--- src/ddr3_rd_settings.svh ---
`ifndef DDR3_RD_SETTINGS_SVH
`define DDR3_RD_SETTINGS_SVH

// word address width on the upstream and controller side
`define DDR3_RD_ADDR_W 28

// controller data beat
`define DDR3_RD_BEAT_W 256
`define DDR3_RD_WORDS_PER_BEAT 8

// longest controller command, len field is 4 bits
`define DDR3_RD_MAX_CMD_BEATS 16

// beat FIFO depth and the level at or below which a command may go out
`define DDR3_RD_FIFO_BEATS 32
`define DDR3_RD_REFILL_LEVEL 16

`endif

--- src/ddr3_rd_pkg.sv ---
`default_nettype none

package ddr3_rd_pkg;

    `include "ddr3_rd_settings.svh"

    // upstream read request, len is words minus one
    typedef struct packed {
        logic [3:0]                   id;
        logic [`DDR3_RD_ADDR_W-1:0]   addr;
        logic [7:0]                   len;
    } rd_req_t;

    // one returned word upstream
    typedef struct packed {
        logic [3:0]  id;
        logic [31:0] data;
        logic [1:0]  resp;
        logic        last;
    } rd_resp_t;

    // controller command, addr is beat aligned
    typedef struct packed {
        logic [`DDR3_RD_ADDR_W-1:0] addr;
        logic [3:0]                 len;   // beats minus one
        logic [3:0]                 id;
    } ddr_cmd_t;

    // a beat seen either whole or as words, word 0 at the lowest address
    typedef union packed {
        logic [`DDR3_RD_BEAT_W-1:0]                          raw;
        logic [`DDR3_RD_WORDS_PER_BEAT-1:0][31:0]            word;
    } ddr_beat_u;

    typedef struct packed {
        ddr_beat_u  beat;
        logic [3:0] id;
        logic       last;
    } ddr_rdata_t;

    typedef enum logic [2:0] {
        IDLE,
        WAIT,
        CMD,
        FILL,
        FLUSH
    } rd_state_e;

endpackage

`default_nettype wire

--- src/ddr3_rd_word_track.sv ---
`timescale 1ns/1ps
`default_nettype none

module ddr3_rd_word_track (
    input  wire                        clk,
    input  wire                        rst,
    input  wire                        take_req,
    input  wire ddr3_rd_pkg::rd_req_t  req,
    input  wire ddr3_rd_pkg::rd_state_e state,
    input  wire                        empty,
    input  wire                        resp_ready,
    output logic                       rd_en,
    output logic                       resp_valid,
    output logic                       resp_last
);

    logic [2:0] discard;     // leading words before the start address
    logic [7:0] remain;      // words left after the current one
    logic       active;
    logic       dropping;

    assign active   = (state != ddr3_rd_pkg::IDLE) && (state != ddr3_rd_pkg::FLUSH);
    assign dropping = active && (discard != 3'd0);

    assign resp_valid = active && !empty && (discard == 3'd0);
    assign resp_last  = resp_valid && (remain == 8'd0);
    assign rd_en      = (dropping && !empty) || (resp_valid && resp_ready);

    always_ff @(posedge clk) begin
        if (rst) begin
            discard <= 3'd0;
            remain  <= 8'd0;
        end else if (take_req) begin
            discard <= req.addr[2:0];
            remain  <= req.len;
        end else if (rd_en) begin
            if (dropping) begin
                discard <= discard - 3'd1;   // one dropped word per cycle
            end else if (remain != 8'd0) begin
                remain <= remain - 8'd1;
            end
        end
    end

endmodule

`default_nettype wire

--- config.mk ---
export PLATFORM = sky130hd
export DESIGN_NAME = ddr3_rd_word_track
export DESIGN_NICKNAME = d
export VERILOG_FILES = /design/src/ddr3_rd_pkg.sv /design/src/ddr3_rd_word_track.sv
export VERILOG_INCLUDE_DIRS = /design/src /design/src/src
export SDC_FILE = /design/constraint.sdc
export NUM_CORES = 1
export LEC_CHECK = 0
export BUFFER_PORTS_ARGS = -buffer_cell sky130_fd_sc_hd__buf_4
export CORE_UTILIZATION = 44
export DETAILED_ROUTE_END_ITERATION = 10
export PLACE_DENSITY_LB_ADDON = 0.1
export SYNTH_ARGS = -nofsm -noshare
export SYNTH_HDL_FRONTEND = slang
export SYNTH_SLANG_ARGS = --single-unit
export TNS_END_PERCENT = 1
--- constraint.sdc ---
create_clock -name clk -period 3.9 [get_ports clk]
set_clock_uncertainty 0.2 [all_clocks]
set_input_delay 0.585 -clock clk [delete_from_list [all_inputs] [get_ports clk]]
set_output_delay 0.585 -clock clk [all_outputs]
set_load 0.01 [all_outputs]
==> out/results.md, run 1 <==
| Result | This run | Unit |
| --- | --- | --- |
| F_max | 380 | MHz |
| Average instance area after synthesis | 8.09 | µm² |
| Post-Route Setup TNS | 0 | ns |
| DRT Pass-1 Iters | 4 | - |
| Launching element type of the critical path | flop | - |
| Clock H-tree levels | 1 | - |
| Largest net degree at the start of global routing | 17 | - |
| Count leader, synth | sky130_fd_sc_hd__nor2_1 | - |
| Number of clock sinks seen by CTS | 11 | - |
| TritonCTS buffer count | 3 | - |
| Most used flip-flop cell after synthesis | sky130_fd_sc_hd__dfxtp_1 | - |
| Number of placed cells counting well taps | 125 | - |
| CTS root buffer | sky130_fd_sc_hd__clkbuf_4 | - |
| DIE HEIGHT | 43.6 | µm |
| Number of synthesized flops with an enable pin | 0 | - |
| Final HPWL from detailed placement | 1240 | µm |
| Area of the mapped netlist | 761 | µm² |
| Critical-path maximum fanout | 8 | - |
| Share of post-route cells with drive strength above 1 | 0.257 | - |
| Total die area | 1900 | µm² |
| CP bufs+invs | 2 | - |
| Final min period | 2.63 | ns |
| Initial core utilization | 0.488 | - |
| 1st-iter DRT viols | 30 | - |
| Count of antenna-violating nets left after detailed routing | 0 | - |
| Setup crit end kind | primary output | - |
| Max-Cap Viols | 0 | - |
| Final core utilization | 0.596 | - |
| Overall fraction of global-route tracks in use | 0.203 | - |
| Die W | 43.6 | µm |
| Static Leakage | 0.000384 | µW |
| Area contributors post-synth | sky130_fd_sc_hd__dfxtp_1 29%, sky130_fd_sc_hd__ha_1 6.6%, sky130_fd_sc_hd__nor2_1 6.4% | - |
| Worst Hold End | remain[7] | - |
| Critical Path RT | 3.12 | ns |
| Headroom to the max-slew limit | 0.674 | - |
| Setup Fix Bufs, Post-CTS | 0 | - |
| WL/cell | 13.3 | µm |
| Tightest hold margin | 0.307 | ns |
| Slowest library cell on the worst path | sky130_fd_sc_hd__or4_4 | - |
| Sequential fraction of the synthesis area | 0.289 | - |
| Ratio of total power to cell area | 316 | nW/µm² |
| Number of cells on the worst reg-to-reg path | 6 | - |
| Commonest cells in the netlist | 13 x sky130_fd_sc_hd__nor2_1, 11 x sky130_fd_sc_hd__dfxtp_1, 7 x sky130_fd_sc_hd__inv_1 | - |
| DRC Markers | 0 | - |
| Vias after detailed routing | 756 | - |
| Number of cells upsized or downsized after cts | 0 | - |
| Count of endpoints failing hold in the final timing report | 0 | - |
| Synth area leader | sky130_fd_sc_hd__dfxtp_1 | - |
| Reg-to-reg critical path endpoint | remain[4] | - |
| RD Place Congestion | 0.824 | - |
| Yosys top cell area share | 0.289 | - |
| Async SR Flop Fraction | 0 | - |
| Worst Hold Depth | 2 | - |
| Clock latency reported for the late side of the worst-skew pair | 0.28 | ns |
| Arrival time at the worst endpoint | 1.85 | ns |
| Diode insertion count for antenna repair | 0 | - |
| Number of non-filler instances in the completed layout | 129 | - |
| Final Max Tran Viols | 0 | - |
| Post-CTS clock slew at the launch and capture registers of the worst setup and hold paths | 0.08 | ns |
| Overflow left after global routing | 0 | - |
| Via count of the first global-routing pass | 661 | - |
| Synthesized instance count | 94 | - |
| Detailed Route WL | 1720 | µm |
| Worst path max stage delay | 0.55 | ns |
| Tcrit/Tclk final | 0.675 | - |
| Ports | 51 | - |
| Number of flip-flops and latches in the synthesized netlist | 11 | - |
| Net count of the finished layout | 166 | - |
| Run status | complete, no violations | - |
| Worst setup path class | flop to primary output | - |
| Kind of cell with the highest combined delay on the critical path | simple AND/OR/NAND/NOR gates | - |
| Cell Rows | 14 | - |
| Count of synthesis-stage warnings from yosys | 0 | - |
| CP cell instances | inv_1, ha_1, nand2b_1, or4_4, nor3_1, buf_4 | - |
| Startpoint of the most critical register-to-register path | remain[0] | - |
| PortBufs | 20 | - |
| R2R Setup Slk | 1.84 | ns |
| Hold_sp | remain[7] | - |
| Hold-fix buffers, CTS | 0 | - |
| Peak supply drop | 192 | µV |
| Hold Path Class | flop to flop | - |
| Unrepaired setup endpoints after global routing | false | - |
| Core area | 1560 | µm² |
| Final setup violation count | 0 | - |
| Number of antenna violations at the first check in global routing | 0 | - |
| Worst Max-Slew Pin Slew | 0.488 | ns |
| CTS tree | done | - |
| Global-route wire length before repair | 2820 | µm |
| Max Buffers Root-to-Sink | 2 | - |
| Area growth from synthesis to layout | 22.2 | % |
| Avg Vias per Cell | 5.86 | - |
| Netlist cell types | 41 | - |
| Post-Synthesis Net Count | 146 | - |
==> worst register-to-register path: stages, from the launching register on <==
cell	delay, ns
sky130_fd_sc_hd__dfxtp_1	0.32
sky130_fd_sc_hd__inv_1	0.11
sky130_fd_sc_hd__ha_1	0.19
sky130_fd_sc_hd__nand2b_1	0.09
sky130_fd_sc_hd__or4_4	0.55
sky130_fd_sc_hd__and4_1	0.23
sky130_fd_sc_hd__o31a_1	0.27
==> worst max path at each step <==
stage              start   endpoint  slack, ns  cells after the start
3_3_place_gp   remain[0]  resp_last       1.59                      6
5_1_grt        remain[0]  resp_last       1.15                      6
2_1_floorplan  remain[0]  resp_last       1.62                      6
3_5_place_dp   remain[0]  resp_last       1.59                      6
4_1_cts        remain[0]  resp_last       1.27                      6
6_report       remain[0]  resp_last       1.27                      6
==> metal layers <==
metal  wire length [µm]  track usage
met1                829        0.274
met3                 76       0.0417
met5                  0            0
met4                 51        0.138
met2                758        0.290
==> sequential cells by signal, summed over array words and instances, names as in the netlist <==
name and flops:
discard 3, remain 8
==> cell families (layout without fill, tap and decap cells) <==
logic type                 Yosys count  in the layout  share of synthesized area
and+or+nand+nor                     41             41                      0.296
AOI/OAI and AO/OA                   24             24                      0.255
buffers and inverters               12             31                     0.0707
DFF                                 11             11                      0.289
adders and majority gates            4              4                     0.0658
xor gates and xnor gates             2              2                     0.0230
==> where the power goes <==
part | internal, µW | switching, µW
logic | 39.6 | 43.3
clock network | 39.7 | 43.5
registers | 121 | 6.58
==> final cells by class <==
class | count | area (µm²)
Sequential cell | 11 | 220
Tap cell | 16 | 20.0
Fill cell | 155 | 629
Timing Repair Buffer | 20 | 150
Clock buffer | 4 | 26.3
Multi-Input combinational cell | 71 | 487
Inverter | 7 | 26.3
==> stage by stage <==
step | power, µW | area [µm²] | worst slack (ns)
after floorplan | 187 | 761 | 1.62
after global placement | 211 | 903 | 1.59
after detailed placement | 212 | 903 | 1.59
after CTS | 295 | 930 | 1.27
after global routing | 314 | 930 | 1.15
final | 294 | 930 | 1.27
==> cells in the final DEF (no fill, tap or decap), types with 3 or more instances in the layout <==
cell | Yosys | routed
sky130_fd_sc_hd__a21oi_1 | 3 | 3
sky130_fd_sc_hd__a311oi_1 | 3 | 3
sky130_fd_sc_hd__a31oi_1 | 4 | 4
sky130_fd_sc_hd__buf_4 | 0 | 20
sky130_fd_sc_hd__clkbuf_4 | 0 | 3
sky130_fd_sc_hd__dfxtp_1 | 11 | 11
sky130_fd_sc_hd__ha_1 | 4 | 4
sky130_fd_sc_hd__inv_1 | 7 | 7
sky130_fd_sc_hd__nand2_1 | 4 | 4
sky130_fd_sc_hd__nand3_1 | 4 | 4
sky130_fd_sc_hd__nor2_1 | 13 | 13
sky130_fd_sc_hd__nor3_1 | 3 | 3
Power figures use the tool's default switching activity.
==> inputs of run 2 (changes only) <==
--- a/config.mk
+++ b/config.mk
@@ -7,7 +7,7 @@
 export NUM_CORES = 1
 export LEC_CHECK = 0
 export BUFFER_PORTS_ARGS = -buffer_cell sky130_fd_sc_hd__buf_4
-export CORE_UTILIZATION = 44
+export CORE_UTILIZATION = 40
 export DETAILED_ROUTE_END_ITERATION = 10
 export PLACE_DENSITY_LB_ADDON = 0.1
 export SYNTH_ARGS = -nofsm -noshare
==> constraint.sdc (replaced) <==
create_clock -name clk -period 2.49 [get_ports clk]
set_clock_uncertainty 0.2 [all_clocks]
set_input_delay 0.3735 -clock clk [delete_from_list [all_inputs] [get_ports clk]]
set_output_delay 0.3735 -clock clk [all_outputs]
set_load 0.01 [all_outputs]
==> run 2 against run 1 <==
Net effect:
- clock-buffer cell count stayed put
- sequential power is 56% higher
- largest cell class unchanged
- hold slack worse by 0.18 ns
- combinational power is 64% higher
- flip-flop and latch count stayed put
- power is 58% higher
- first-iteration DRC count is 37% lower
- setup slack worse by 1.1 ns
- sequential share of layout area is 0.77 points lower
- clock power is 53% higher
- global-route usage is 0.13 points lower
- utilization is 4.6 points lower
- largest power group unchanged
==> out/results.md, run 2 (synthesis gave the netlist of run 1 again) <==
| Result | This run | Unit | vs previous |
| --- | --- | --- | --- |
| RD Place Congestion | 0.796 | - | was 0.824 |
| Cell area after placement | 915 | µm² | was 903 µm² |
| Largest registers in the final layout | remain (8), discard (3) | - | unchanged |
| Final core utilization | 0.551 | - | was 0.596 |
| Total die area | 2080 | µm² | was 1900 µm² |
| Reg-to-reg critical path endpoint | remain[4] | - | unchanged |
| Arrival time at the worst endpoint | 1.79 | ns | was 1.85 ns |
| Avg Vias per Cell | 5.55 | - | was 5.86 |
| Worst setup path class | flop to primary output | - | unchanged |
| Overall fraction of global-route tracks in use | 0.202 | - | was 0.203 |
| Startpoint of the most critical register-to-register path | remain[0] | - | unchanged |
| Post-CTS clock slew at the launch and capture registers of the worst setup and hold paths | 0.08 | ns | about the same |
| DIE HEIGHT | 45.6 | µm | was 43.6 µm |
| Ports | 51 | - | unchanged |
| Tcrit/Tclk final | 0.948 | - |  |
| Number of clock sinks seen by CTS | 11 | - | unchanged |
| Count of endpoints failing hold in the final timing report | 0 | - | unchanged |
| PortBufs | 20 | - | unchanged |
| Via count of the first global-routing pass | 706 | - | was 661 |
| Max-Cap Viols | 0 | - | unchanged |
| 1st-iter DRT viols | 19 | - | was 30 |
| Combinational fraction of design power | 0.293 | - | was 0.282 |
| Headroom to the max-slew limit | 0.665 | - | was 0.674 |
| Most used cells in the layout excluding fill and tap cells | 22 x sky130_fd_sc_hd__buf_4, 13 x sky130_fd_sc_hd__nor2_1, 11 x sky130_fd_sc_hd__dfxtp_1 | - | was 20 x sky130_fd_sc_hd__buf_4, 13 x sky130_fd_sc_hd__nor2_1, 11 x sky130_fd_sc_hd__dfxtp_1 |
| Cell-internal power | 318 | µW | was 200 µW |
| Global-route wire length before repair | 2980 | µm | was 2820 µm |
| Post-Route Setup TNS | 0 | ns | unchanged |
| Hold Path Class | primary input to flop | - | was flop to flop |
| WL/cell | 12.3 | µm | was 13.3 µm |
| TritonCTS buffer count | 3 | - | unchanged |
| Biggest register | remain | - | unchanged |
| Critical-path maximum fanout | 6 | - | was 8 |
| Largest net degree at the start of global routing | 17 | - | unchanged |
| Number of antenna violations at the first check in global routing | 0 | - | unchanged |
| Clk pwr share | 0.275 | - | was 0.283 |
| F_max | 423 | MHz |  |
| Share of post-route cells with drive strength above 1 | 0.287 | - | was 0.257 |
| Sequential share of power | 0.432 | - | was 0.435 |
| Worst path max stage delay | 0.58 | ns | was 0.55 ns |
| Switch Pwr | 146 | µW | was 93.4 µW |
| Max Buffers Root-to-Sink | 2 | - | unchanged |
| Tightest hold margin | 0.130 | ns | was 0.307 ns |
| Critical Path RT | 1.92 | ns | was 3.12 ns |
| Worst setup slack after placement | 0.379 | ns | was 1.59 ns |
| Die W | 45.6 | µm | was 43.6 µm |
| Critical Path Source | remain[0] | - | unchanged |
| Peak supply drop | 300 | µV | was 192 µV |
| Core area | 1750 | µm² | was 1560 µm² |
| Final Max Tran Viols | 0 | - | unchanged |
| Switching share of power | 0.314 | - | was 0.318 |
| Detailed Route WL | 1720 | µm | about the same |
| Setup crit end kind | primary output | - | unchanged |
| Worst Max-Slew Pin Slew | 0.503 | ns | was 0.488 ns |
| R2R Setup Slk | 0.33 | ns | was 1.84 ns |
| Overflow left after global routing | 0 | - | unchanged |
| Diode insertion count for antenna repair | 0 | - | unchanged |
| Area growth from synthesis to layout | 26.3 | % | was 22.2% |
| Fillers | 189 | - | was 155 |
| Static Leakage | 0.000393 | µW | was 0.000384 µW |
| Post-route worst setup slack | 0.128 | ns | was 1.27 ns |
| Net count of the finished layout | 168 | - | was 166 |
| Leading cell type in the layout, fill and taps excluded | sky130_fd_sc_hd__buf_4 | - | unchanged |
| Launching element type of the critical path | flop | - | unchanged |
| Count of antenna-violating nets left after detailed routing | 0 | - | unchanged |
| Vias after detailed routing | 777 | - | was 756 |
| Ratio of total power to cell area | 482 | nW/µm² | was 316 nW/µm² |
| Cell Rows | 15 | - | was 14 |
| Max FFs per register | 8 | - | unchanged |
| Final HPWL from detailed placement | 1250 | µm | was 1240 µm |
| Run status | complete, no violations | - | unchanged |
| Hold-fix buffers, CTS | 0 | - | unchanged |
| Final design instance area without fill | 961 | µm² | was 930 µm² |
| CP endpoint | resp_last | - | unchanged |
| Clock H-tree levels | 1 | - | unchanged |
| Final min period | 2.36 | ns |  |
| CTS tree | done | - | unchanged |
| CTS root buffer | sky130_fd_sc_hd__clkbuf_4 | - | unchanged |
| Clock latency reported for the late side of the worst-skew pair | 0.27 | ns | was 0.28 ns |
| Number of cells on the worst reg-to-reg path | 7 | - | was 6 |
| DRC Markers | 0 | - | unchanged |
| Slowest library cell on the worst path | sky130_fd_sc_hd__or4_4 | - | unchanged |
| Initial core utilization | 0.436 | - | was 0.488 |
| CP cell instances | inv_2, ha_1, nand2b_1, or4_4, nor3_2, buf_4 | - | was inv_1, ha_1, nand2b_1, or4_4, nor3_1, buf_4 |
| DRT Pass-1 Iters | 4 | - | unchanged |
| Unrepaired setup endpoints after global routing | false | - | unchanged |
| Final setup violation count | 0 | - | unchanged |
-- run 2: cell types whose count changed in the layout (fill, tap and decap cells not counted), sizes merged --
cell | before | now
buf | 20 | 22
-- run 2: worst min-delay path by stage --
stage | startpoint | to | slack (ns) | cells after the start
final | req[1] | remain[1] | 0.13 | 3
after global routing | req[9] | discard[1] | 0.16 | 3
after CTS | req[1] | remain[1] | 0.13 | 3
after detailed placement | remain[7] | remain[7] | 0.29 | 2
after global placement | remain[3] | remain[3] | 0.29 | 2
after floorplan | remain[7] | remain[7] | 0.27 | 2
-- run 2: repair_timing --
item / 4_1_cts / 5_1_grt
endpoints found under the setup margin: 0 / 1
gates resized for setup: 0 / 2
buffers inserted: 0 / 2
-- run 2: power by group through the flow --
stage	registers, µW	clock network (µW)	logic [µW]
after detailed placement	204	0	130
after CTS	200	131	130
final	200	127	136
after floorplan	201	0	91.8
after global routing	202	141	154
after global placement	204	0	128
-- run 2: layout make-up --
class	instances	area, µm²	area share
clock buffer	4	26.3	0.0273
inverter	7	26.3	0.0273
multi-input combinational	71	492	0.512
sequential	11	220	0.229
tap	25	31.3	0.0326
timing repair buffer	22	165	0.172
-- run 2: through the flow --
stage	total power (µW)	std cells
final	463	140
after floorplan	293	94
after CTS	461	138
after global placement	331	134
after global routing	498	140
after detailed placement	333	134
-- run 2: critical path, delay by kind of cell, from the launching register on --
family	cells	cell delay, ns
and+or+nand+nor	3	0.80
DFF	1	0.33
adders and majority gates	1	0.16
buffers and inverters	2	0.22
-- run 2: metal layers --
layer | track usage | part of all wire | routed length (µm)
met5 | 0 | 0 | 0
met2 | 0.303 | 0.47 | 810
met1 | 0.272 | 0.47 | 817
met4 | 0.0909 | 0.014 | 24
met3 | 0.0476 | 0.041 | 71
