## src/ddr3_rd_settings.svh

```systemverilog
`ifndef DDR3_RD_SETTINGS_SVH
`define DDR3_RD_SETTINGS_SVH

// word address width on the upstream and controller side
`define DDR3_RD_ADDR_W 28

// controller data beat
`define DDR3_RD_BEAT_W 256
`define DDR3_RD_WORDS_PER_BEAT 8

// longest controller command, len field is 4 bits
`define DDR3_RD_MAX_CMD_BEATS 16

// beat FIFO depth and the level at or below which a command may go out
`define DDR3_RD_FIFO_BEATS 32
`define DDR3_RD_REFILL_LEVEL 16

`endif

```

## src/ddr3_rd_pkg.sv

```systemverilog
`default_nettype none

package ddr3_rd_pkg;

    `include "ddr3_rd_settings.svh"

    // upstream read request, len is words minus one
    typedef struct packed {
        logic [3:0]                   id;
        logic [`DDR3_RD_ADDR_W-1:0]   addr;
        logic [7:0]                   len;
    } rd_req_t;

    // one returned word upstream
    typedef struct packed {
        logic [3:0]  id;
        logic [31:0] data;
        logic [1:0]  resp;
        logic        last;
    } rd_resp_t;

    // controller command, addr is beat aligned
    typedef struct packed {
        logic [`DDR3_RD_ADDR_W-1:0] addr;
        logic [3:0]                 len;   // beats minus one
        logic [3:0]                 id;
    } ddr_cmd_t;

    // a beat seen either whole or as words, word 0 at the lowest address
    typedef union packed {
        logic [`DDR3_RD_BEAT_W-1:0]                          raw;
        logic [`DDR3_RD_WORDS_PER_BEAT-1:0][31:0]            word;
    } ddr_beat_u;

    typedef struct packed {
        ddr_beat_u  beat;
        logic [3:0] id;
        logic       last;
    } ddr_rdata_t;

    typedef enum logic [2:0] {
        IDLE,
        WAIT,
        CMD,
        FILL,
        FLUSH
    } rd_state_e;

endpackage

`default_nettype wire

```

## src/ddr3_rd_ctrl.sv

```systemverilog
`timescale 1ns/1ps
`default_nettype none

module ddr3_rd_ctrl (
    input  wire                    clk,
    input  wire                    rst,
    // upstream request
    input  wire                    req_valid,
    output logic                   req_ready,
    // controller command
    input  wire                    cmd_ready,
    output logic                   cmd_valid,
    // controller return
    input  wire                    rdata_valid,
    input  wire                    rdata_last,
    // upstream return
    input  wire                    resp_valid,
    input  wire                    resp_ready,
    input  wire                    resp_last,
    // datapath status
    input  wire                    low_level,
    input  wire                    cmd_last,
    output ddr3_rd_pkg::rd_state_e state,
    output logic                   take_req,
    output logic                   fifo_flush
);

    ddr3_rd_pkg::rd_state_e next_state;
    logic                   cmd_done;   // final command already issued
    logic                   cmd_fire;
    logic                   resp_end;   // handshake on the last word

    assign req_ready  = !rst && (state == ddr3_rd_pkg::IDLE);
    assign take_req   = req_valid && req_ready;
    assign cmd_valid  = (state == ddr3_rd_pkg::CMD);
    assign cmd_fire   = cmd_valid && cmd_ready;
    assign resp_end   = resp_valid && resp_ready && resp_last;
    assign fifo_flush = rst || (state == ddr3_rd_pkg::FLUSH);

    always_comb begin
        next_state = state;
        case (state)
            ddr3_rd_pkg::IDLE: begin
                if (take_req) begin
                    next_state = ddr3_rd_pkg::WAIT;
                end
            end
            ddr3_rd_pkg::WAIT: begin
                // stream end wins over a new fetch
                if (resp_end) begin
                    next_state = ddr3_rd_pkg::FLUSH;
                end else if (low_level && !cmd_done) begin
                    next_state = ddr3_rd_pkg::CMD;
                end
            end
            ddr3_rd_pkg::CMD: begin
                if (cmd_fire) begin
                    next_state = ddr3_rd_pkg::FILL;
                end
            end
            ddr3_rd_pkg::FILL: begin
                if (rdata_valid && rdata_last) begin   // burst fully stored
                    next_state = ddr3_rd_pkg::WAIT;
                end
            end
            ddr3_rd_pkg::FLUSH: begin
                next_state = ddr3_rd_pkg::IDLE;     // one cycle only
            end
            default: begin
                next_state = ddr3_rd_pkg::IDLE;
            end
        endcase
    end

    always_ff @(posedge clk) begin
        if (rst) begin
            state <= ddr3_rd_pkg::IDLE;
        end else begin
            state <= next_state;
        end
    end

    // blocks WAIT -> CMD once the beat count is covered
    always_ff @(posedge clk) begin
        if (rst) begin
            cmd_done <= 1'b0;
        end else if (state == ddr3_rd_pkg::IDLE) begin
            cmd_done <= 1'b0;
        end else if (cmd_fire && cmd_last) begin
            cmd_done <= 1'b1;
        end
    end

endmodule

`default_nettype wire

```

## config.mk

```make
export PLATFORM = sky130hd
export DESIGN_NAME = ddr3_rd_ctrl
export DESIGN_NICKNAME = d
export VERILOG_FILES = /design/src/ddr3_rd_pkg.sv /design/src/ddr3_rd_ctrl.sv
export VERILOG_INCLUDE_DIRS = /design/src /design/src/src
export SDC_FILE = /design/constraint.sdc
export NUM_CORES = 1
export LEC_CHECK = 0
export BUFFER_PORTS_ARGS = -buffer_cell sky130_fd_sc_hd__buf_2
export CORE_AREA = 2 2 39 41
export DETAILED_ROUTE_END_ITERATION = 10
export DIE_AREA = 0 0 41 43
export GPL_TIMING_DRIVEN = 0
export HOLD_SLACK_MARGIN = 0.15
export PLACE_DENSITY = 0.56
export RECOVER_POWER = 50
export SYNTH_ARGS = -nofsm -noshare
export SYNTH_HDL_FRONTEND = slang
export SYNTH_SLANG_ARGS = --single-unit
```

## constraint.sdc

```tcl
create_clock -name clk -period 1.5 [get_ports clk]
set_clock_uncertainty 0.15 [all_clocks]
set_input_delay 0.3 -clock clk [delete_from_list [all_inputs] [get_ports clk]]
set_output_delay 0.3 -clock clk [all_outputs]
set_load 0.01 [all_outputs]
```

==> impl_metrics.toml, run 1 <==
[timing]
tightestPinTransition_ps = 398.0
period_needed_ps = 1568
drv_slew = 0
rsz0062_at_grt = "true"
layout_setup_ws_ps = -67.77
holdWs_ps = 224.6
finalSetupViolCount = 1
period_share_pct = 104.5
max_slew_margin_pct = 73.47
finalHoldViolCount = 0
fmax_ghz = 0.6378

[finish]
diodes = 0
layout-drive-gt1-share_pct = 64.06
multiInputGateArea_um2 = 212.7
finalNetCount = 77
seq_area_um2 = 88.84
area.growth.synth_to_final_pct = 88.05
layout_commonest_cell = "buf_2"
num-fill-cells = 153
final_cell_mix = "buf_2 (15), buf_4 (10), nand3_1 (4), clkbuf_4 (3)"
design_area_um2 = 531.8

[critical_path]
slowest_stage = "dfxtp_4"
end_kind = "primary output"
r2r-start = "state[2]$_SDFFE_PP0P_"
worstPathMaxFanout = 3
crit_arrival_ps = 1120
cpPeakStageDelay_ps = 350
path_delay_family = "simple AND/OR/NAND/NOR gates"
ff2ff_path_depth = 8
critPathKind = "reg -> out"
crit_buf_inv = 1
timing.reg2reg.setup_slack_ps = 60
crit_chain = "nor4_4 > and2_1 > buf_2"
r2r-end = "state[1]$_SDFFE_PP0P_"
start_kind = "flop"
cp.required_ps = 1050

[yosys]
ys_ff_latch = 4
syn_area_per_cell_um2 = 8.317
synthCells = 34
netlist_area_um2 = 282.8
synth_nets = 45
synth_cell_types = 23
yosysWarnings = 0
synth.yosys.seq_area_share_pct = 28.32

[power_and_ir_drop]
ir_drop_mv = 0.5615
pwr-share-clk_pct = 17.9
power.density_nw_per_um2 = 1401
cellInternalPower_uw = 470.2
p_sw_share_pct = 36.89
leakage_uw = 0.0002503
power.total_uw = 745.1
seqPwrFrac_pct = 21.0
power.net_switching_uw = 274.9
combPwrFrac_pct = 61.1

[clock_tree]
cts_buffer_depth = 2
cts_max_level = 1
hold_buffers = 0
cts_tree = "built"
clock_sinks = 4
numCtsBuffers = 3
clkTransAtPathRegs_ps = 30
cts-root-buf = "clkbuf_4"
clk_latency_ps = 240

[detailed_routing]
vias = 360
drc = 0
postRouteAntennaNets = 0
drt_iter0_drc = 3
dr.pass1.iters = 4
viasPerCell = 4.500
drt-total-wl_um = 852
routedWlPerCell_um = 10.65

[floorplanning]
ios = 18
core-area_um2 = 1384
die_y_um = 43
die-area_um2 = 1763
rows = 14
die-width_um = 41
start_util_pct = 20.43

[global_routing]
overflow = 0
grt_pass1_wl_um = 1290
antenna_found_initial = 0
grt_max_degree = 9
track_usage_pct = 11.24
grt_pass1_vias = 318

[placement]
gp_congestion = 0.7706
placed_cell_area_um2 = 389.1
place_ws_ps = 68.32
hpwl_um = 527.1
io_buffers = 16

[min_path]
hold_path_class = "in -> reg"
hold_start = "resp_ready"
hold_end = "state[2]$_SDFFE_PP0P_"
hold_depth = 3

[outcome]
status = "complete, but fails checks"
violations = "setup timing"

[job]
drv.max_cap_violation_count = 0
==> what timing repair did <==
| action | CTS | global route |
|---|---|---|
| setup buffers | 10 | 1 |
| endpoints found under the setup margin | 4 | 5 |
| resized for setup | 9 | 3 |
| cloned | 0 | 0 |
| pin swaps | 4 | 4 |
==> per-layer routing <==
| metal | global-route usage [%] | routed length [µm] | share of wire (%) | vias up |
|---|---|---|---|---|
| met5 | 0 | 0 | 0 | - |
| met4 | 2.000 | 0 | 0 | 0 |
| met3 | 7.853 | 67 | 7.9 | 0 |
| met2 | 17.50 | 476 | 56 | 14 |
| met1 | 12.22 | 307 | 36 | 162 |
| li1 | - | - | - | 184 |
==> worst register-to-register path, delay by kind of cell, from the launching register on <==
kind                   cells  cell delay, ps
DFF                        1             350
AOI/OAI and AO/OA          1             110
and+or+nand+nor            2             140
buffers and inverters      5             630
==> sequential cells by signal, summed over array words and instances (netlist names) <==
register  flops
state         3
cmd_done      1
==> power by group through the flow <==
stage / Clock (µW) / Sequential (µW) / Combinational (µW)
after floorplan: 0 / 168 / 192
after global placement: 0 / 164 / 275
after detailed placement: 0 / 166 / 278
after CTS: 140 / 157 / 416
after global routing: 149 / 160 / 496
final: 133 / 157 / 455
==> cells by family after synthesis <==
kind of cell | after synthesis | share of synthesized area [%]
simple gates | 20 | 48.68
flops | 4 | 28.32
compound gates | 6 | 15.04
buf+inv | 4 | 7.964
==> synth_stat cells, drive strengths merged <==
cell	number	share of area, %
dfxtp	4	28
nand3	4	7.1
nor2	4	6.2
a31oi	2	4.4
inv	2	2.7
nand2b	2	7.1
nand4b	2	12
nor3	2	3.5
o21ai	2	4.9
a211o	1	3.1
a21o	1	2.7
and2	1	2.2
buf	1	4.0
clkbuf	1	1.3
nand2	1	1.3
nand4	1	2.2
nor2b	1	2.2
nor4	1	2.2
nor4b	1	3.1
==> stage by stage <==
step / TNS [ps] / util (%) / std cells
detailed placement: 0 / 28.12 / 66
global route: -183.4 / 38.43 / 80
global placement: 0 / 28.12 / 66
floorplan: 0 / - / 34
finish: -67.77 / 38.43 / 80
CTS: -98.68 / 37.25 / 79
==> how the worst max path moves through the flow <==
stage | from | to | slack, ps | cells past startpoint
after floorplan | state[1]$_SDFFE_PP0P_ | take_req | 20 | 2
after detailed placement | state[1]$_SDFFE_PP0P_ | take_req | 70 | 3
after global routing | state[2]$_SDFFE_PP0P_ | take_req | -120 | 3
final | state[2]$_SDFFE_PP0P_ | take_req | -70 | 3
after global placement | state[1]$_SDFFE_PP0P_ | take_req | 90 | 3
after CTS | state[2]$_SDFFE_PP0P_ | take_req | -90 | 3
==> final cells by class <==
cell class,count,share of cell area [%]
multi-input combinational,26,40.00
timing repair buffer,27,31.06
sequential,4,16.71
clock buffer,3,4.235
tap,16,3.765
buffer,2,2.824
inverter,2,1.412
Power figures use the tool's default switching activity.
==> run 2: changes to the inputs <==
Clock period 1.5 ns to 1.9 ns, I/O delays scaled along.
==> impl_metrics.toml, run 2 (synthesis results as in run 1) <==
[finish]
finalNetCount = 66
final_cells = 69
top_regs = "state: 3 flops, cmd_done: 1 flops"
layout-drive-gt1-share_pct = 41.51
largest_register_ffs = 3
num-fill-cells = 163
diodes = 0
layout_commonest_cell = "buf_2"
regMostFlops = "state"
final_cell_mix = "buf_2 (15), nor2_1 (4), nand3_1 (4), dfxtp_1 (4), clkbuf_4 (3)"
area.growth.synth_to_final_pct = 42.92
final_util_pct = 29.20

[critical_path]
start_kind = "flop"
crit_path_start = "state[1]$_SDFFE_PP0P_"
cp.required_ps = 1370
critPathKind = "reg -> out"
r2r-start = "state[1]$_SDFFE_PP0P_"
worstPathMaxFanout = 8
crit_arrival_ps = 1190
end_kind = "primary output"

[timing]
holdWs_ps = 314.8
drv_slew = 0
fmax_ghz = 0.5811
final.setup.tns_ps = 0
tightestPinTransition_ps = 340.8
period_share_pct = 90.57
max_slew_margin_pct = 77.28
rsz0062_at_grt = "false"
period_needed_ps = 1721
finalSetupViolCount = 0
finalHoldViolCount = 0

[power_and_ir_drop]
seqPwrFrac_pct = 28.8
pwr-share-clk_pct = 23.7
p_sw_share_pct = 38.02
cellInternalPower_uw = 271.0
power.net_switching_uw = 166.2
power.total_uw = 437.3
leakage_uw = 0.0001834
combPwrFrac_pct = 47.5
ir_drop_mv = 0.3998
power.density_nw_per_um2 = 1082

[global_routing]
grt_pass1_wl_um = 1166
track_usage_pct = 10.34
antenna_found_initial = 0
grt_max_degree = 10
grt_pass1_vias = 290
overflow = 0

[detailed_routing]
vias = 317
drt_iter0_drc = 4
viasPerCell = 4.594
dr.pass1.iters = 4
postRouteAntennaNets = 0
drc = 0
routedWlPerCell_um = 9.594
drt-total-wl_um = 662

[clock_tree]
cts_buffer_depth = 2
cts-root-buf = "clkbuf_4"
clk_latency_ps = 230
numCtsBuffers = 3
hold_buffers = 0
clock_sinks = 4
clkTransAtPathRegs_ps = 40
cts_tree = "built"
cts_max_level = 1

[floorplanning]
die-area_um2 = 1763
rows = 14
die_y_um = 43
core-area_um2 = 1384
ios = 18
die-width_um = 41
start_util_pct = 20.43

[placement]
io_buffers = 16
dp.cells = 66
gp_congestion = 0.7694

[min_path]
hold_start = "resp_ready"
hold_path_class = "in -> reg"

[job]
drv.max_cap_violation_count = 0

[outcome]
status = "finished clean"
[run 2: cell types whose count changed in the layout (fill, tap and decap cells not counted), sizes merged]
| cell | before | now |
|---|---|---|
| buf | 27 | 16 |
[run 2: through the flow]
step | setup WS [ps] | instance area [µm²]
final | 179.1 | 404.1
after global routing | 52.95 | 404.1
after CTS | 116.5 | 405.4
after detailed placement | 303.4 | 382.9
after global placement | 314.6 | 382.9
after floorplan | 184.9 | 282.8
[run 2: area by class of cell]
type                       count  area (µm²)  share of cell area (%)
tap                           16       20.02                   4.954
buffer                         2       15.01                   3.715
inverter                       2       7.507                   1.858
sequential                     4       80.08                   19.81
clock buffer                   3       22.52                   5.573
multi-input combinational     26       180.2                   44.58
timing repair buffer          16       78.83                   19.50
[run 2: worst paths after layout]
kind / to / depth (start not counted) / slack (ps)
hold / removal: state[2]$_SDFFE_PP0P_ / 3 / 310
setup reg to reg: state[0]$_SDFFE_PP0P_ / 4 / 530
hold reg to reg: cmd_done$_SDFFE_PP0P_ / 2 / 420
setup / recovery: take_req / 3 / 180
[run 2: critical path, stage by stage (launching register included)]
cell	delay [ps]
dfxtp_1	390
nor4_2	290
and2_1	150
buf_2	120
[run 2: metal layers]
layer | share of wire [%] | wire length (µm) | GRT usage (%) | vias up
li1 | - | - | - | 163
met1 | 43 | 282 | 11.25 | 142
met2 | 46 | 303 | 13.75 | 12
met3 | 11 | 76 | 7.853 | 0
met4 | 0 | 0 | 6.000 | 0
met5 | 0 | 0 | 0 | -
[run 2: timing repair]
item	in CTS	in global routing
resized for setup	0	1
endpoints found under the setup margin	0	1
setup buffers	0	0
[run 2: power by group through the flow]
stage / logic, µW / registers [µW] / clock network (µW)
after global routing: 235 / 129 / 121
after CTS: 216 / 126 / 111
after global placement: 214 / 127 / 0
after detailed placement: 215 / 127 / 0
after floorplan: 148 / 132 / 0
final: 208 / 126 / 104
==> run 3: changes to the inputs <==
Settings changed: CELL_PAD_IN_SITES_DETAIL_PLACEMENT from default to 1, CELL_PAD_IN_SITES_GLOBAL_PLACEMENT from default to 1, PLACE_DENSITY 0.56 to 0.72.
==> impl_metrics.toml, run 3 (synthesis results as in run 1) <==
[detailed_routing]
postRouteAntennaNets = 0
drt-total-wl_um = 729
viasPerCell = 4.565
vias = 315
drt_iter0_drc = 8
dr.pass1.iters = 4
routedWlPerCell_um = 10.57
drc = 0

[global_routing]
grt_pass1_wl_um = 1242
grt_pass1_vias = 297
overflow = 0
antenna_found_initial = 0
grt_max_degree = 10
track_usage_pct = 10.44

[clock_tree]
cts_buffer_depth = 2
clk_latency_ps = 230
cts_setup_buffers = 0
cts_max_level = 1
clock_sinks = 4
numCtsBuffers = 3
cts-root-buf = "clkbuf_4"
cts_tree = "built"
clkTransAtPathRegs_ps = 40

[min_path]
hold_path_class = "in -> reg"
hold_start = "resp_ready"

[critical_path]
crit_path_start = "state[1]$_SDFFE_PP0P_"
crit_arrival_ps = 1210
r2r-start = "state[1]$_SDFFE_PP0P_"
slowest_stage = "dfxtp_1"
crit_buf_inv = 1
crit_chain = "nor4_2 > and2_1 > buf_2"
cp.required_ps = 1370
path_delay_family = "simple AND/OR/NAND/NOR gates"
critPathKind = "reg -> out"
worstPathMaxFanout = 8
end_kind = "primary output"
cpPeakStageDelay_ps = 390
start_kind = "flop"

[floorplanning]
start_util_pct = 20.43
ios = 18
die_y_um = 43
die-area_um2 = 1763
die-width_um = 41
core-area_um2 = 1384
rows = 14

[placement]
gp_congestion = 0.7722
dp.cells = 66
hpwl_um = 581.1
io_buffers = 16

[finish]
final_cell_mix = "buf_2 (15), nor2_1 (4), nand3_1 (4), dfxtp_1 (4), clkbuf_4 (3)"
top_regs = "state: 3 flops, cmd_done: 1 flops"
diodes = 0
layout-drive-gt1-share_pct = 41.51
regMostFlops = "state"
finalNetCount = 66
num-fill-cells = 176
largest_register_ffs = 3
area.growth.synth_to_final_pct = 42.92
layout_commonest_cell = "buf_2"
final_util_pct = 29.20
final_cells = 69

[power_and_ir_drop]
p_sw_share_pct = 38.49
power.density_nw_per_um2 = 1091
ir_drop_mv = 0.5096
leakage_uw = 0.0001834
pwr-share-clk_pct = 23.5
power.total_uw = 440.8
combPwrFrac_pct = 48.1
power.net_switching_uw = 169.7
cellInternalPower_uw = 271.1
seqPwrFrac_pct = 28.5

[outcome]
status = "finished clean"

[timing]
final.setup.tns_ps = 0
drv_slew = 0
fmax_ghz = 0.5735
tightestPinTransition_ps = 344.1
period_needed_ps = 1744
finalHoldViolCount = 0
holdWs_ps = 312.3
max_slew_margin_pct = 77.06
rsz0062_at_grt = "false"
period_share_pct = 91.77
finalSetupViolCount = 0

[job]
drv.max_cap_violation_count = 0
-- run 3: final cells by class --
class	count	area (µm²)	area share, %
flip-flops and latches	4	80.08	19.81
inverters	2	7.507	1.858
multi-input cells	26	180.2	44.58
repair buffers	16	78.83	19.50
clock buffers	3	22.52	5.573
plain buffers	2	15.01	3.715
well taps	16	20.02	4.954
-- run 3: repair_timing --
action,4_1_cts,5_1_grt
resized for setup,0,1
endpoints found under the setup margin,0,1
endpoints found under the hold margin,0,0
hold buffers,0,0
-- run 3: worst paths after layout --
kind / slack, ps / cells after the start / end
max: 160 / 3 / take_req
min: 310 / 3 / state[2]$_SDFFE_PP0P_
max reg2reg: 520 / 4 / state[0]$_SDFFE_PP0P_
min reg2reg: 410 / 2 / cmd_done$_SDFFE_PP0P_
-- run 3: routing by layer --
metal / track usage [%] / vias to the layer above / share of wire (%)
met1: 13.18 / 140 / 48
met2: 14.06 / 11 / 47
met5: 0 / - / 0
li1: - / 164 / -
met4: 2.000 / 0 / 0
met3: 7.853 / 0 / 4.8
-- run 3: metrics by stage --
stage          instance area (µm²)  setup slack, ps
6_report                     404.1            156.3
5_1_grt                      404.1            43.91
4_1_cts                      405.4            59.79
3_5_place_dp                 382.9            248.2
3_3_place_gp                 382.9            301.3
2_1_floorplan                282.8            184.9
-- run 3: power groups by stage --
stage	registers (µW)	clock network [µW]	logic [µW]
after floorplan	132	0	148
after global placement	128	0	215
after detailed placement	128	0	220
after CTS	126	110	221
after global routing	130	120	241
final	125	103	212
-- run 3: worst register-to-register path, stage by stage, from the launching register on --
cell and delay (ps):
dfxtp_1 390, nor2_1 240, nand4b_1 160, a211o_1 270
o21ai_0 70
