$ cat src/ddr3_rd_settings.svh
`ifndef DDR3_RD_SETTINGS_SVH
`define DDR3_RD_SETTINGS_SVH

// word address width on the upstream and controller side
`define DDR3_RD_ADDR_W 28

// controller data beat
`define DDR3_RD_BEAT_W 256
`define DDR3_RD_WORDS_PER_BEAT 8

// longest controller command, len field is 4 bits
`define DDR3_RD_MAX_CMD_BEATS 16

// beat FIFO depth and the level at or below which a command may go out
`define DDR3_RD_FIFO_BEATS 32
`define DDR3_RD_REFILL_LEVEL 16

`endif

$ cat src/ddr3_rd_pkg.sv
`default_nettype none

package ddr3_rd_pkg;

    `include "ddr3_rd_settings.svh"

    // upstream read request, len is words minus one
    typedef struct packed {
        logic [3:0]                   id;
        logic [`DDR3_RD_ADDR_W-1:0]   addr;
        logic [7:0]                   len;
    } rd_req_t;

    // one returned word upstream
    typedef struct packed {
        logic [3:0]  id;
        logic [31:0] data;
        logic [1:0]  resp;
        logic        last;
    } rd_resp_t;

    // controller command, addr is beat aligned
    typedef struct packed {
        logic [`DDR3_RD_ADDR_W-1:0] addr;
        logic [3:0]                 len;   // beats minus one
        logic [3:0]                 id;
    } ddr_cmd_t;

    // a beat seen either whole or as words, word 0 at the lowest address
    typedef union packed {
        logic [`DDR3_RD_BEAT_W-1:0]                          raw;
        logic [`DDR3_RD_WORDS_PER_BEAT-1:0][31:0]            word;
    } ddr_beat_u;

    typedef struct packed {
        ddr_beat_u  beat;
        logic [3:0] id;
        logic       last;
    } ddr_rdata_t;

    typedef enum logic [2:0] {
        IDLE,
        WAIT,
        CMD,
        FILL,
        FLUSH
    } rd_state_e;

endpackage

`default_nettype wire

$ cat src/ddr3_rd_addr_gen.sv
`timescale 1ns/1ps
`default_nettype none

`include "ddr3_rd_settings.svh"

module ddr3_rd_addr_gen (
    input  wire                   clk,
    input  wire                   rst,
    input  wire                   take_req,
    input  wire ddr3_rd_pkg::rd_req_t req,
    input  wire                   cmd_fire,
    output ddr3_rd_pkg::ddr_cmd_t cmd,
    output logic                  cmd_last
);

    localparam int AW = `DDR3_RD_ADDR_W;
    localparam int RW = 6;   // up to 33 beats per request, kept minus one
    localparam logic [RW-1:0] MAX_M1 = RW'(`DDR3_RD_MAX_CMD_BEATS - 1);

    logic [AW-1:0]   end_addr;     // last requested word
    logic [AW-4:0]   beat_span;
    logic [AW-1:0]   beat_addr;
    logic [RW-1:0]   rem_m1;       // beats still to request, minus one
    logic [3:0]      id_q;
    logic [3:0]      cmd_len;
    logic [4:0]      step;         // beats in this command
    logic [AW-1:0]   step_words;

    assign end_addr   = req.addr + {{(AW - 8){1'b0}}, req.len};
    assign beat_span  = end_addr[AW-1:3] - req.addr[AW-1:3];

    assign cmd_last   = (rem_m1 <= MAX_M1);
    assign cmd_len    = cmd_last ? rem_m1[3:0] : MAX_M1[3:0];
    assign step       = {1'b0, cmd_len} + 5'd1;
    assign step_words = {{(AW - 8){1'b0}}, step, 3'b000};   // 8 words per beat

    assign cmd.addr = beat_addr;
    assign cmd.len  = cmd_len;
    assign cmd.id   = id_q;

    always_ff @(posedge clk) begin
        if (rst) begin
            rem_m1 <= '0;
        end else if (take_req) begin
            rem_m1 <= beat_span[RW-1:0];
        end else if (cmd_fire && !cmd_last) begin
            rem_m1 <= rem_m1 - {1'b0, step};
        end
    end

    // payload, loaded per request
    always_ff @(posedge clk) begin
        if (take_req) begin
            beat_addr <= {req.addr[AW-1:3], 3'b000};
            id_q      <= req.id;
        end else if (cmd_fire) begin
            beat_addr <= beat_addr + step_words;
        end
    end

endmodule

`default_nettype wire

$ cat config.mk
export PLATFORM = sky130hd
export DESIGN_NAME = ddr3_rd_addr_gen
export DESIGN_NICKNAME = d
export VERILOG_FILES = /design/src/ddr3_rd_pkg.sv /design/src/ddr3_rd_addr_gen.sv
export VERILOG_INCLUDE_DIRS = /design/src /design/src/src
export SDC_FILE = /design/constraint.sdc
export NUM_CORES = 1
export LEC_CHECK = 0
export CAP_MARGIN = 20
export CORE_MARGIN = 5
export CORE_UTILIZATION = 45
export CTS_CLUSTER_SIZE = 25
export DETAILED_ROUTE_END_ITERATION = 16
export DONT_BUFFER_PORTS = 1
export GPL_TIMING_DRIVEN = 0
export REMOVE_ABC_BUFFERS = 1
export SETUP_SLACK_MARGIN = 0.15
export SYNTH_ARGS = -nofsm -noshare
export SYNTH_HDL_FRONTEND = slang
export SYNTH_SLANG_ARGS = --single-unit
$ cat constraint.sdc
create_clock -name clk -period 3.2 [get_ports clk]
set_input_delay 0.48 -clock clk [delete_from_list [all_inputs] [get_ports clk]]
set_output_delay 0.48 -clock clk [all_outputs]
set_load 0.1 [all_outputs]
==> impl_metrics.env, run 1 <==
export IMPL_crit_type="reg -> reg"
export IMPL_first_global_vias=2166
export IMPL_crit_path_end="beat_addr[25]"
export IMPL_cp_cell_sequence="or2_4 -> nor2_4 -> clkinvlp_4 -> ha_4 -> xor2_4 -> ha_4 -> a211oi_4 -> o21bai_4 -> buf_6 -> nand3_4 -> xnor2_2 -> mux2_4"
export IMPL_syn_inst=280
export IMPL_crit_start="rem_m1[5]"
export IMPL_postRouteAntennaNets=0
export IMPL_grt_max_degree=52
export IMPL_seq_area_sq_um=998
export IMPL_nNetsFinal=374
export IMPL_fin_crit_ns=3.32
export IMPL_cts_made_buffers=5
export IMPL_r2r_slack_ns=-0.12
export IMPL_dpl_hpwl_microns=4580
export IMPL_period_share_pct=104
export IMPL_grt_pass1_wl_microns=10400
export IMPL_initial_core_util_pct=45.8
export IMPL_post_dp_cell_area_sq_mm=0.00274
export IMPL_clkLatencyLatePin_ns=0.30
export IMPL_drv_slew=0
export IMPL_cts_max_level=2
export IMPL_skew_ns=0.0142
export IMPL_syn_area_sq_mm=0.00268
export IMPL_finalSetupViolCount=17
export IMPL_track_usage_pct=17.4
export IMPL_root_buffer="clkbuf_8"
export IMPL_place_congestion=0.800
export IMPL_required_ns=3.24
export IMPL_synth_flop_cell="edfxtp_1"
export IMPL_fin_ws_ns=-0.124
export IMPL_holdBufCountCts=0
export IMPL_reg2regPathDepth=12
export IMPL_reg2reg_from="rem_m1[5]"
export IMPL_slowest_stage="clkinvlp_4"
export IMPL_synth_top_cell_by_area="edfxtp_1"
export IMPL_synth_edf_count=29
export IMPL_fp_dieW_microns=87.2
export IMPL_async_flop_share_pct=0
export IMPL_cp_max_fo=5
export IMPL_dr_pass1_iters=4
export IMPL_r2r_end="beat_addr[25]"
export IMPL_synth_seq_cells=35
export IMPL_antennaDiodeCount=0
export IMPL_viasPerCell=5.69
export IMPL_ys_seq_area_share_pct=37.0
export IMPL_end_kind="flop"
export IMPL_timing_critical_path_arrival_ns=3.36
export IMPL_synthToLayoutAreaGrowth_pct=27.4
export IMPL_cts_sinks=35
export IMPL_routed_wl_microns=6780
export IMPL_outcome="finished with violations"
export IMPL_multi_input_area_sq_mm=0.00186
export IMPL_yosys_warnings=0
export IMPL_rsz0062_at_grt="yes"
export IMPL_cts_path_max_buffers=2
export IMPL_slowest_delay_ns=0.47
export IMPL_dieArea_sq_mm=0.00760
export IMPL_violations="negative setup slack"
export IMPL_cts_tree="yes"
export IMPL_drv_cap=0
export IMPL_drt_initial_drc_count=95
export IMPL_antenna_found_initial=0
export IMPL_cts_clk_slew_worst_paths_ns=0.08
export IMPL_drive_gt1_share_pct=28.8
export IMPL_slew_headroom_pct=26.7
export IMPL_hold_path_class="in -> reg"
export IMPL_rows=28
export IMPL_avgSynthCellArea_sq_um=9.57
export IMPL_num_vias=2167
export IMPL_fmaxAchievable_mhz=301
export IMPL_ys_types=43
export IMPL_path_common_cell="ha_4"
export IMPL_die_y_microns=87.2
export IMPL_synth_commonest_cells="nand2_1 (30), edfxtp_1 (29), o21ai_0 (23)"
export IMPL_stdcell_area_sq_mm=0.00341
export IMPL_startpoint_type="flop"
export IMPL_nFillCells=489
export IMPL_post_drt_wl_per_cell_microns=17.8
export IMPL_synth_top_area_share_pct=32.5
export IMPL_drc=0
export IMPL_synth_most_common_cell="nand2_1"
export IMPL_worstMarginPinSlew_ns=1.10
export IMPL_finalHoldViolations=0
export IMPL_io_pins=81
export IMPL_io_buffer_count=0
export IMPL_synth_area_top_cells="edfxtp_1 (32%), ha_1 (10%), xnor2_1 (6.2%), xor2_1 (4.6%), dfxtp_1 (4.5%)"
export IMPL_coreArea_sq_mm=0.00585
export IMPL_grt_ovfl_total=0
cell type report:
type | instances | area share [%]
multi-input cells | 218 | 54.5
flip-flops and latches | 35 | 29.2
repair buffers | 28 | 8.28
well taps | 75 | 2.75
inverters | 18 | 2.09
clock buffers | 5 | 2.02
clock inverters | 2 | 1.10
stage by stage:
stage / instances / worst slack [ns] / hold slack [ns] / util (%) / TNS (ns)
2_1_floorplan: 271 / -0.356 / 0.439 / - / -2.13
3_3_place_gp: 346 / -0.766 / 0.464 / 46.6 / -10.19
3_5_place_dp: 347 / -0.787 / 0.460 / 46.8 / -10.12
4_1_cts: 372 / -0.0763 / 0.247 / 54.6 / -0.405
5_1_grt: 381 / -0.211 / 0.248 / 58.4 / -2.76
6_report: 381 / -0.124 / 0.252 / 58.4 / -1.03
critical path, delay by kind of cell (launching register included):
| kind | cells | cell delay [ns] |
|---|---|---|
| multiplexers | 1 | 0.28 |
| flip-flops | 1 | 0.36 |
| buffers and inverters | 2 | 0.61 |
| AND/OR/NAND/NOR | 3 | 0.45 |
| XOR/XNOR | 2 | 0.35 |
| adder cells (fa/ha/maj) | 2 | 0.72 |
| AO/OA/AOI/OAI | 2 | 0.29 |
state kept, by name, indices dropped and copies added (netlist names):
name       cells
rem_m1         6
id_q           4
beat_addr     25
per-layer routing:
metal / vias to the layer above / part of all wire (%) / track usage [%]
met5: - / 0 / 0
met4: 0 / 0.93 / 4.88
met3: 7 / 7.2 / 5.30
met2: 69 / 48 / 28.9
met1: 1016 / 44 / 21.9
li1: 1075 / - / -
what timing repair did:
| action | 4_1_cts | 5_1_grt |
|---|---|---|
| hold endpoints to repair | 0 | 0 |
| cloned | 0 | 1 |
| pin swaps | 14 | 29 |
| gates resized for setup | 53 | 40 |
| buffers inserted | 18 | 8 |
| setup endpoints to repair | 25 | 23 |
placed cells by master (no fill, tap or decap), types with 4 or more instances in the layout:
cell	Yosys	layout
o21ai_0	23	7
buf_6	0	14
ha_1	22	17
nand3_2	0	5
dfxtp_1	6	4
nor2_1	11	10
mux2_4	0	4
xor2_1	14	13
a21o_1	7	7
a21oi_1	15	11
xnor2_2	0	4
and3_1	5	5
nand2_1	30	26
nand4_1	7	7
edfxtp_1	29	29
xnor2_1	19	15
a31oi_1	4	4
inv_1	18	16
buf_4	4	12
nand3_1	10	4
clkbuf_8	0	5
ha_4	0	5
o21ai_1	0	15
a211oi_2	0	4
how the worst min path moves through the flow:
stage | cells after the start | startpoint | to | slack [ns]
2_1_floorplan | 2 | rem_m1[2] | rem_m1[2] | 0.44
3_3_place_gp | 2 | rem_m1[2] | rem_m1[2] | 0.46
3_5_place_dp | 2 | rem_m1[2] | rem_m1[2] | 0.46
4_1_cts | 1 | rst | rem_m1[4] | 0.25
5_1_grt | 1 | rst | rem_m1[2] | 0.25
6_report | 1 | rst | rem_m1[1] | 0.25
cell families (layout without fill, tap and decap cells):
logic type,Yosys count,in the layout,synth area share [%]
AO/OA/AOI/OAI,72,72,17.1
buffers and inverters,29,53,4.62
other,1,3,0.140
XOR/XNOR,33,33,10.8
multiplexers,9,9,3.64
AND/OR/NAND/NOR,77,77,14.9
flip-flops,35,35,37.0
adder cells (fa/ha/maj),24,24,11.8
Power of run 1 is left out: the tool's default activity adds up to more than one toggle a clock period on the data nets, which glitch-free logic cannot reach.
==> run 2: changes to the inputs <==
==> constraint.sdc (replaced) <==
create_clock -name clk -period 3.2 [get_ports clk]
set_input_delay 0 -clock clk [delete_from_list [all_inputs] [get_ports clk]]
set_output_delay 0 -clock clk [all_outputs]
set_load 0.1 [all_outputs]
==> run 2 against run 1 <==
  * The run still ends with negative setup slack left
  * Non-clock buffer count is 38 higher
  * First-iteration DRC count is 2.1% higher
  * Final cell count grew 10%
  * Worst hold slack worse by 0.20 ns
  * Sequential share of layout area fell by 3.0 points
  * Wire length grew 8.2%
  * Critical endpoint unchanged
==> impl_metrics.env, run 2 (synthesis gave the netlist of run 1 again) <==
export IMPL_drv_cap=0
export IMPL_fin_crit_ns=3.33
export IMPL_cellInternalPower_mw=2.26
export IMPL_viasPerCell=5.62
export IMPL_top_regs="beat_addr: 25 flops, rem_m1: 6 flops, id_q: 4 flops"
export IMPL_nFillCells=451
export IMPL_cp_cell_sequence="or2_4 -> nor2_4 -> clkinvlp_4 -> ha_4 -> xor2_4 -> ha_4 -> a211oi_4 -> o21bai_4 -> buf_6 -> nand3_4 -> xnor2_2 -> mux2_4"
export IMPL_cts_made_buffers=5
export IMPL_coreArea_sq_mm=0.00585
export IMPL_track_usage_pct=18.5
export IMPL_slew_headroom_pct=26.8
export IMPL_drt_initial_drc_count=97
export IMPL_post_drt_wl_per_cell_microns=17.5
export IMPL_rsz0062_at_grt="yes"
export IMPL_antennaDiodeCount=0
export IMPL_drive_gt1_share_pct=25.6
export IMPL_finalHoldViolations=0
export IMPL_fp_dieW_microns=87.2
export IMPL_path_common_cell="ha_4"
export IMPL_cts_max_level=2
export IMPL_p_comb_share_pct=63.0
export IMPL_io_pins=81
export IMPL_timing_critical_path_arrival_ns=3.37
export IMPL_powerDensity_mw_per_mm2=1210
export IMPL_largest_register="beat_addr"
export IMPL_drc=0
export IMPL_fin_cells=419
export IMPL_root_buffer="clkbuf_8"
export IMPL_cts_path_max_buffers=2
export IMPL_routed_wl_microns=7340
export IMPL_layout_commonest_cell="dlygate4sd3_1"
export IMPL_postRouteAntennaNets=0
export IMPL_p_sw_mw=2.35
export IMPL_cp_max_fo=4
export IMPL_drv_slew=0
export IMPL_fmaxAchievable_mhz=300
export IMPL_synthToLayoutAreaGrowth_pct=42.1
export IMPL_dr_pass1_iters=4
export IMPL_place_congestion=0.800
export IMPL_leakagePower_nw=1.50
export IMPL_seqPwrFrac_pct=28.3
export IMPL_nNetsFinal=412
export IMPL_io_buffer_count=0
export IMPL_finalSetupViolCount=15
export IMPL_crit_type="reg -> reg"
export IMPL_slowest_stage="clkinvlp_4"
export IMPL_die_y_microns=87.2
export IMPL_cts_tree="yes"
export IMPL_post_route_util_pct=65.1
export IMPL_rows=28
export IMPL_first_global_vias=2326
export IMPL_cts_sinks=35
export IMPL_whs_ns=0.0546
export IMPL_finalPower_mw=4.61
export IMPL_largest_reg_flops=25
export IMPL_ir_drop_mv=0.565
export IMPL_required_ns=3.24
export IMPL_violations="negative setup slack"
export IMPL_final_cell_mix="dlygate4sd3_1 (38), edfxtp_1 (29), nand2_1 (27), ha_1 (17), inv_1 (16)"
export IMPL_initial_core_util_pct=45.8
export IMPL_dpl_hpwl_microns=4580
export IMPL_cts_clk_slew_worst_paths_ns=0.08
export IMPL_dpl_cell_count=347
export IMPL_antenna_found_initial=0
export IMPL_skew_ns=0.0149
export IMPL_grt_ovfl_total=0
export IMPL_num_vias=2355
export IMPL_period_share_pct=104
export IMPL_hold_path_class="in -> reg"
export IMPL_fin_ws_ns=-0.132
export IMPL_p_sw_share_pct=51.0
export IMPL_clkLatencyLatePin_ns=0.30
export IMPL_dieArea_sq_mm=0.00760
export IMPL_end_kind="flop"
export IMPL_grt_pass1_wl_microns=11100
export IMPL_grt_max_degree=40
export IMPL_outcome="finished with violations"
export IMPL_slowest_delay_ns=0.47
export IMPL_worstMarginPinSlew_ns=1.10
export IMPL_p_clk_share_pct=8.8
export IMPL_startpoint_type="flop"
==> run 2: changes by cell type in the layout (fill, tap and decap cells not counted), sizes merged <==
| cell | before | now |
|---|---|---|
| dlygate4sd3 | 0 | 38 |
==> run 2: what timing repair did <==
action	4_1_cts	5_1_grt
cloned	0	1
hold buffers	39	0
setup buffers	18	7
resized for setup	53	39
setup endpoints to repair	25	23
pin swaps	14	31
hold endpoints to repair	38	0
==> run 2: power groups by stage <==
stage / combinational [mW] / clock (mW) / sequential, mW
floorplan: 1.37 / 0 / 1.26
global placement: 1.61 / 0 / 1.29
detailed placement: 1.62 / 0 / 1.29
CTS: 2.39 / 0.409 / 1.29
global route: 3.10 / 0.428 / 1.32
finish: 2.90 / 0.404 / 1.30
==> run 2: area by class of cell <==
class | count | area [sq um] | share of cell area, %
repair buffers | 66 | 668 | 17.5
flip-flops and latches | 35 | 998 | 26.2
clock inverters | 2 | 37.5 | 0.986
well taps | 75 | 93.8 | 2.46
inverters | 18 | 71.3 | 1.87
clock buffers | 5 | 68.8 | 1.81
multi-input cells | 218 | 1870 | 49.1
==> run 2: path summary, 6_finish.rpt <==
kind              cells past startpoint       endpoint       from  slack (ns)
hold reg to reg                       2      rem_m1[2]  rem_m1[2]        0.52
setup / recovery                     12  beat_addr[25]  rem_m1[5]       -0.13
hold / removal                        2   beat_addr[7]    req[15]        0.05
setup reg to reg                     12  beat_addr[25]  rem_m1[5]       -0.13
==> run 2: metrics by stage <==
stage                     instance area, sq um  TNS [ns]  worst slack (ns)
final                                     3810     -1.06            -0.132
after global placement                    2730    -10.19            -0.766
after CTS                                 3590    -0.412           -0.0763
after global routing                      3810     -3.02            -0.215
after detailed placement                  2740    -10.12            -0.787
after floorplan                           2630     -2.13            -0.356
==> run 2: routing by layer <==
metal  global-route usage (%)  vias up  share of wire, %
met5                        0        -                 0
met4                     5.44        0               1.2
met3                     5.20        9               6.7
met2                     30.8       69                49
met1                     23.4     1123                43
li1                         -     1154                 -
==> run 2: critical path, delay by kind of cell (launching register included) <==
family	cells	cell delay (ns)
fa+ha+maj	2	0.72
mux	1	0.29
simple gates	3	0.45
xor+xnor	2	0.36
buf+inv	2	0.61
flops	1	0.36
compound gates	2	0.29
No activity file was read; power rests on OpenSTA's default activity.
==> run 3: changes to the inputs <==
- CORE_MARGIN: 5 -> unset
- HOLD_SLACK_MARGIN: unset -> 0.15
- REMOVE_ABC_BUFFERS: 1 -> unset
==> run 3 against run 2 <==
  * The run still ends with negative setup slack left
  * Critical endpoint unchanged
  * Die area decreased by 18%
  * Clock-buffer cell count unchanged
  * Critical path type unchanged
  * Flip-flop and latch count stayed put
  * Sequential power hardly changed
  * Maximum frequency decreased by 0.39%
  * Non-clock buffer count shrank 1
==> impl_metrics.env, run 3 (synthesis gave the netlist of run 1 again) <==
export IMPL_p_clk_share_pct=11.0
export IMPL_largest_reg_flops=25
export IMPL_grt_ovfl_total=0
export IMPL_rows=27
export IMPL_cts_made_buffers=5
export IMPL_fmaxAchievable_mhz=299
export IMPL_drv_slew=0
export IMPL_seqPwrFrac_pct=29.2
export IMPL_root_buffer="clkbuf_8"
export IMPL_io_pins=81
export IMPL_crit_start="rem_m1[5]"
export IMPL_slowest_stage="clkinvlp_4"
export IMPL_drv_cap=0
export IMPL_cts_tree="yes"
export IMPL_crit_type="reg -> reg"
export IMPL_outcome="finished with violations"
export IMPL_cellInternalPower_mw=2.16
export IMPL_cts_path_max_buffers=2
export IMPL_skew_ns=0.00971
export IMPL_powerDensity_mw_per_mm2=1190
export IMPL_p_sw_share_pct=51.2
export IMPL_critical_path_depth=11
export IMPL_fp_dieW_microns=79.2
export IMPL_antennaDiodeCount=0
export IMPL_crit_path_end="beat_addr[25]"
export IMPL_synthToLayoutAreaGrowth_pct=38.4
export IMPL_postRouteAntennaNets=0
export IMPL_timing_critical_path_arrival_ns=3.39
export IMPL_leakagePower_nw=1.45
export IMPL_slowest_delay_ns=0.48
export IMPL_min_from="req[15]"
export IMPL_rsz0062_at_grt="yes"
export IMPL_antenna_found_initial=0
export IMPL_reg2reg_from="rem_m1[5]"
export IMPL_finalSetupViolCount=14
export IMPL_grt_pass1_wl_microns=11100
export IMPL_layout_commonest_cell="dlygate4sd3_1"
export IMPL_ir_drop_mv=0.680
export IMPL_period_share_pct=105
export IMPL_dpl_hpwl_microns=4700
export IMPL_worstMarginPinSlew_ns=1.14
export IMPL_whs_ns=0.190
export IMPL_dr_pass1_iters=4
export IMPL_end_kind="flop"
export IMPL_startpoint_type="flop"
export IMPL_fin_tns_setup_ns=-0.803
export IMPL_drc=0
export IMPL_initial_core_util_pct=47.8
export IMPL_fin_ws_ns=-0.145
export IMPL_fin_crit_ns=3.35
export IMPL_top_regs="beat_addr: 25 flops, rem_m1: 6 flops, id_q: 4 flops"
export IMPL_die_y_microns=79.2
export IMPL_coreArea_sq_mm=0.00561
export IMPL_slew_headroom_pct=24.1
export IMPL_track_usage_pct=23.1
export IMPL_cp_max_fo=4
export IMPL_dieArea_sq_mm=0.00627
export IMPL_routed_wl_microns=7080
export IMPL_num_vias=2319
export IMPL_required_ns=3.25
export IMPL_reg2regPathDepth=11
export IMPL_viasPerCell=5.57
export IMPL_clkLatencyLatePin_ns=0.30
export IMPL_grt_max_degree=26
export IMPL_cts_max_level=2
export IMPL_r2r_slack_ns=-0.15
export IMPL_finalPower_mw=4.43
export IMPL_finalHoldViolations=0
export IMPL_io_buffer_count=0
export IMPL_cts_clk_slew_worst_paths_ns=0.07
export IMPL_cts_sinks=35
export IMPL_p_sw_mw=2.27
export IMPL_crit_family="adder cells"
export IMPL_cp_buffers_inverters=2
export IMPL_first_global_vias=2280
export IMPL_final_cell_mix="dlygate4sd3_1 (32), edfxtp_1 (29), nand2_1 (27), xnor2_1 (18), ha_1 (17)"
export IMPL_drt_initial_drc_count=141
export IMPL_post_drt_wl_per_cell_microns=17.0
export IMPL_nNetsFinal=411
export IMPL_place_congestion=0.832
export IMPL_largest_register="beat_addr"
export IMPL_r2r_end="beat_addr[25]"
export IMPL_p_comb_share_pct=59.7
export IMPL_hold_path_class="in -> reg"
export IMPL_violations="negative setup slack"
export IMPL_drive_gt1_share_pct=24.4
export IMPL_cp_cell_sequence="or2_4 -> nor2_4 -> clkinvlp_4 -> ha_4 -> fa_2 -> a211oi_4 -> o21bai_4 -> buf_6 -> nand3_1 -> xnor2_1 -> mux2_4"
[run 3: cell count changes in the layout (fill, tap and decap cells not counted), sizes merged]
cell	change
buf	-2
dlygate4sd3	-6
clkbuf	+7
bufinv	+1
[run 3: power by group through the flow]
stage / registers, mW / clock network (mW) / logic (mW)
3_3_place_gp: 1.29 / 0 / 1.74
4_1_cts: 1.29 / 0.493 / 2.26
2_1_floorplan: 1.26 / 0 / 1.50
6_report: 1.29 / 0.489 / 2.64
5_1_grt: 1.31 / 0.508 / 2.85
3_5_place_dp: 1.30 / 0 / 1.75
[run 3: worst min-delay path by stage]
stage / end / depth (start not counted) / slack (ns)
2_1_floorplan: rem_m1[2] / 1 / 0.07
3_3_place_gp: rem_m1[3] / 1 / 0.07
3_5_place_dp: rem_m1[3] / 1 / 0.07
4_1_cts: rem_m1[5] / 4 / 0.20
5_1_grt: rem_m1[5] / 4 / 0.24
6_report: rem_m1[5] / 4 / 0.19
[run 3: routing by layer]
layer  GRT usage (%)  share of wire [%]  vias to the layer above
li1                -                  -                     1143
met1            30.1                 44                     1075
met2            37.7                 48                       92
met3            5.40                7.2                        9
met4            7.64                1.4                        0
met5               0                  0                        -
[run 3: worst register-to-register path, stage by stage (launching register included)]
cell and delay [ns]:
dfxtp_4 0.35, or2_4 0.26, nor2_4 0.12, clkinvlp_4 0.48, ha_4 0.46, fa_2 0.43, a211oi_4 0.31, o21bai_4 0.10
buf_6 0.13, nand3_1 0.09, xnor2_1 0.08, mux2_4 0.29
[run 3: area by class of cell]
class | instances | area, sq um
multi-input combinational | 218 | 1810
inverter | 18 | 71.3
buffer | 11 | 60.1
clock buffer | 5 | 68.8
sequential | 35 | 998
clock inverter | 3 | 67.6
tap | 72 | 90.1
timing repair buffer | 54 | 539
fill | 468 | 1900
[run 3: metrics by stage]
step                      area, sq um  std cells  util [%]  worst slack [ns]
after floorplan                  2760        282         -            -0.131
after global placement           2850        354      50.8            -0.519
after detailed placement         2850        354      50.8            -0.532
after CTS                        3540        409      63.1            -0.120
after global routing             3710        416      66.1            -0.252
final                            3710        416      66.1            -0.145
[run 3: what timing repair did]
item | in CTS | in global routing
endpoints found under the setup margin | 23 | 25
hold endpoints to repair | 39 | 0
pin swaps | 18 | 27
hold buffers | 32 | 0
buffers inserted | 15 | 6
gates resized for setup | 30 | 27
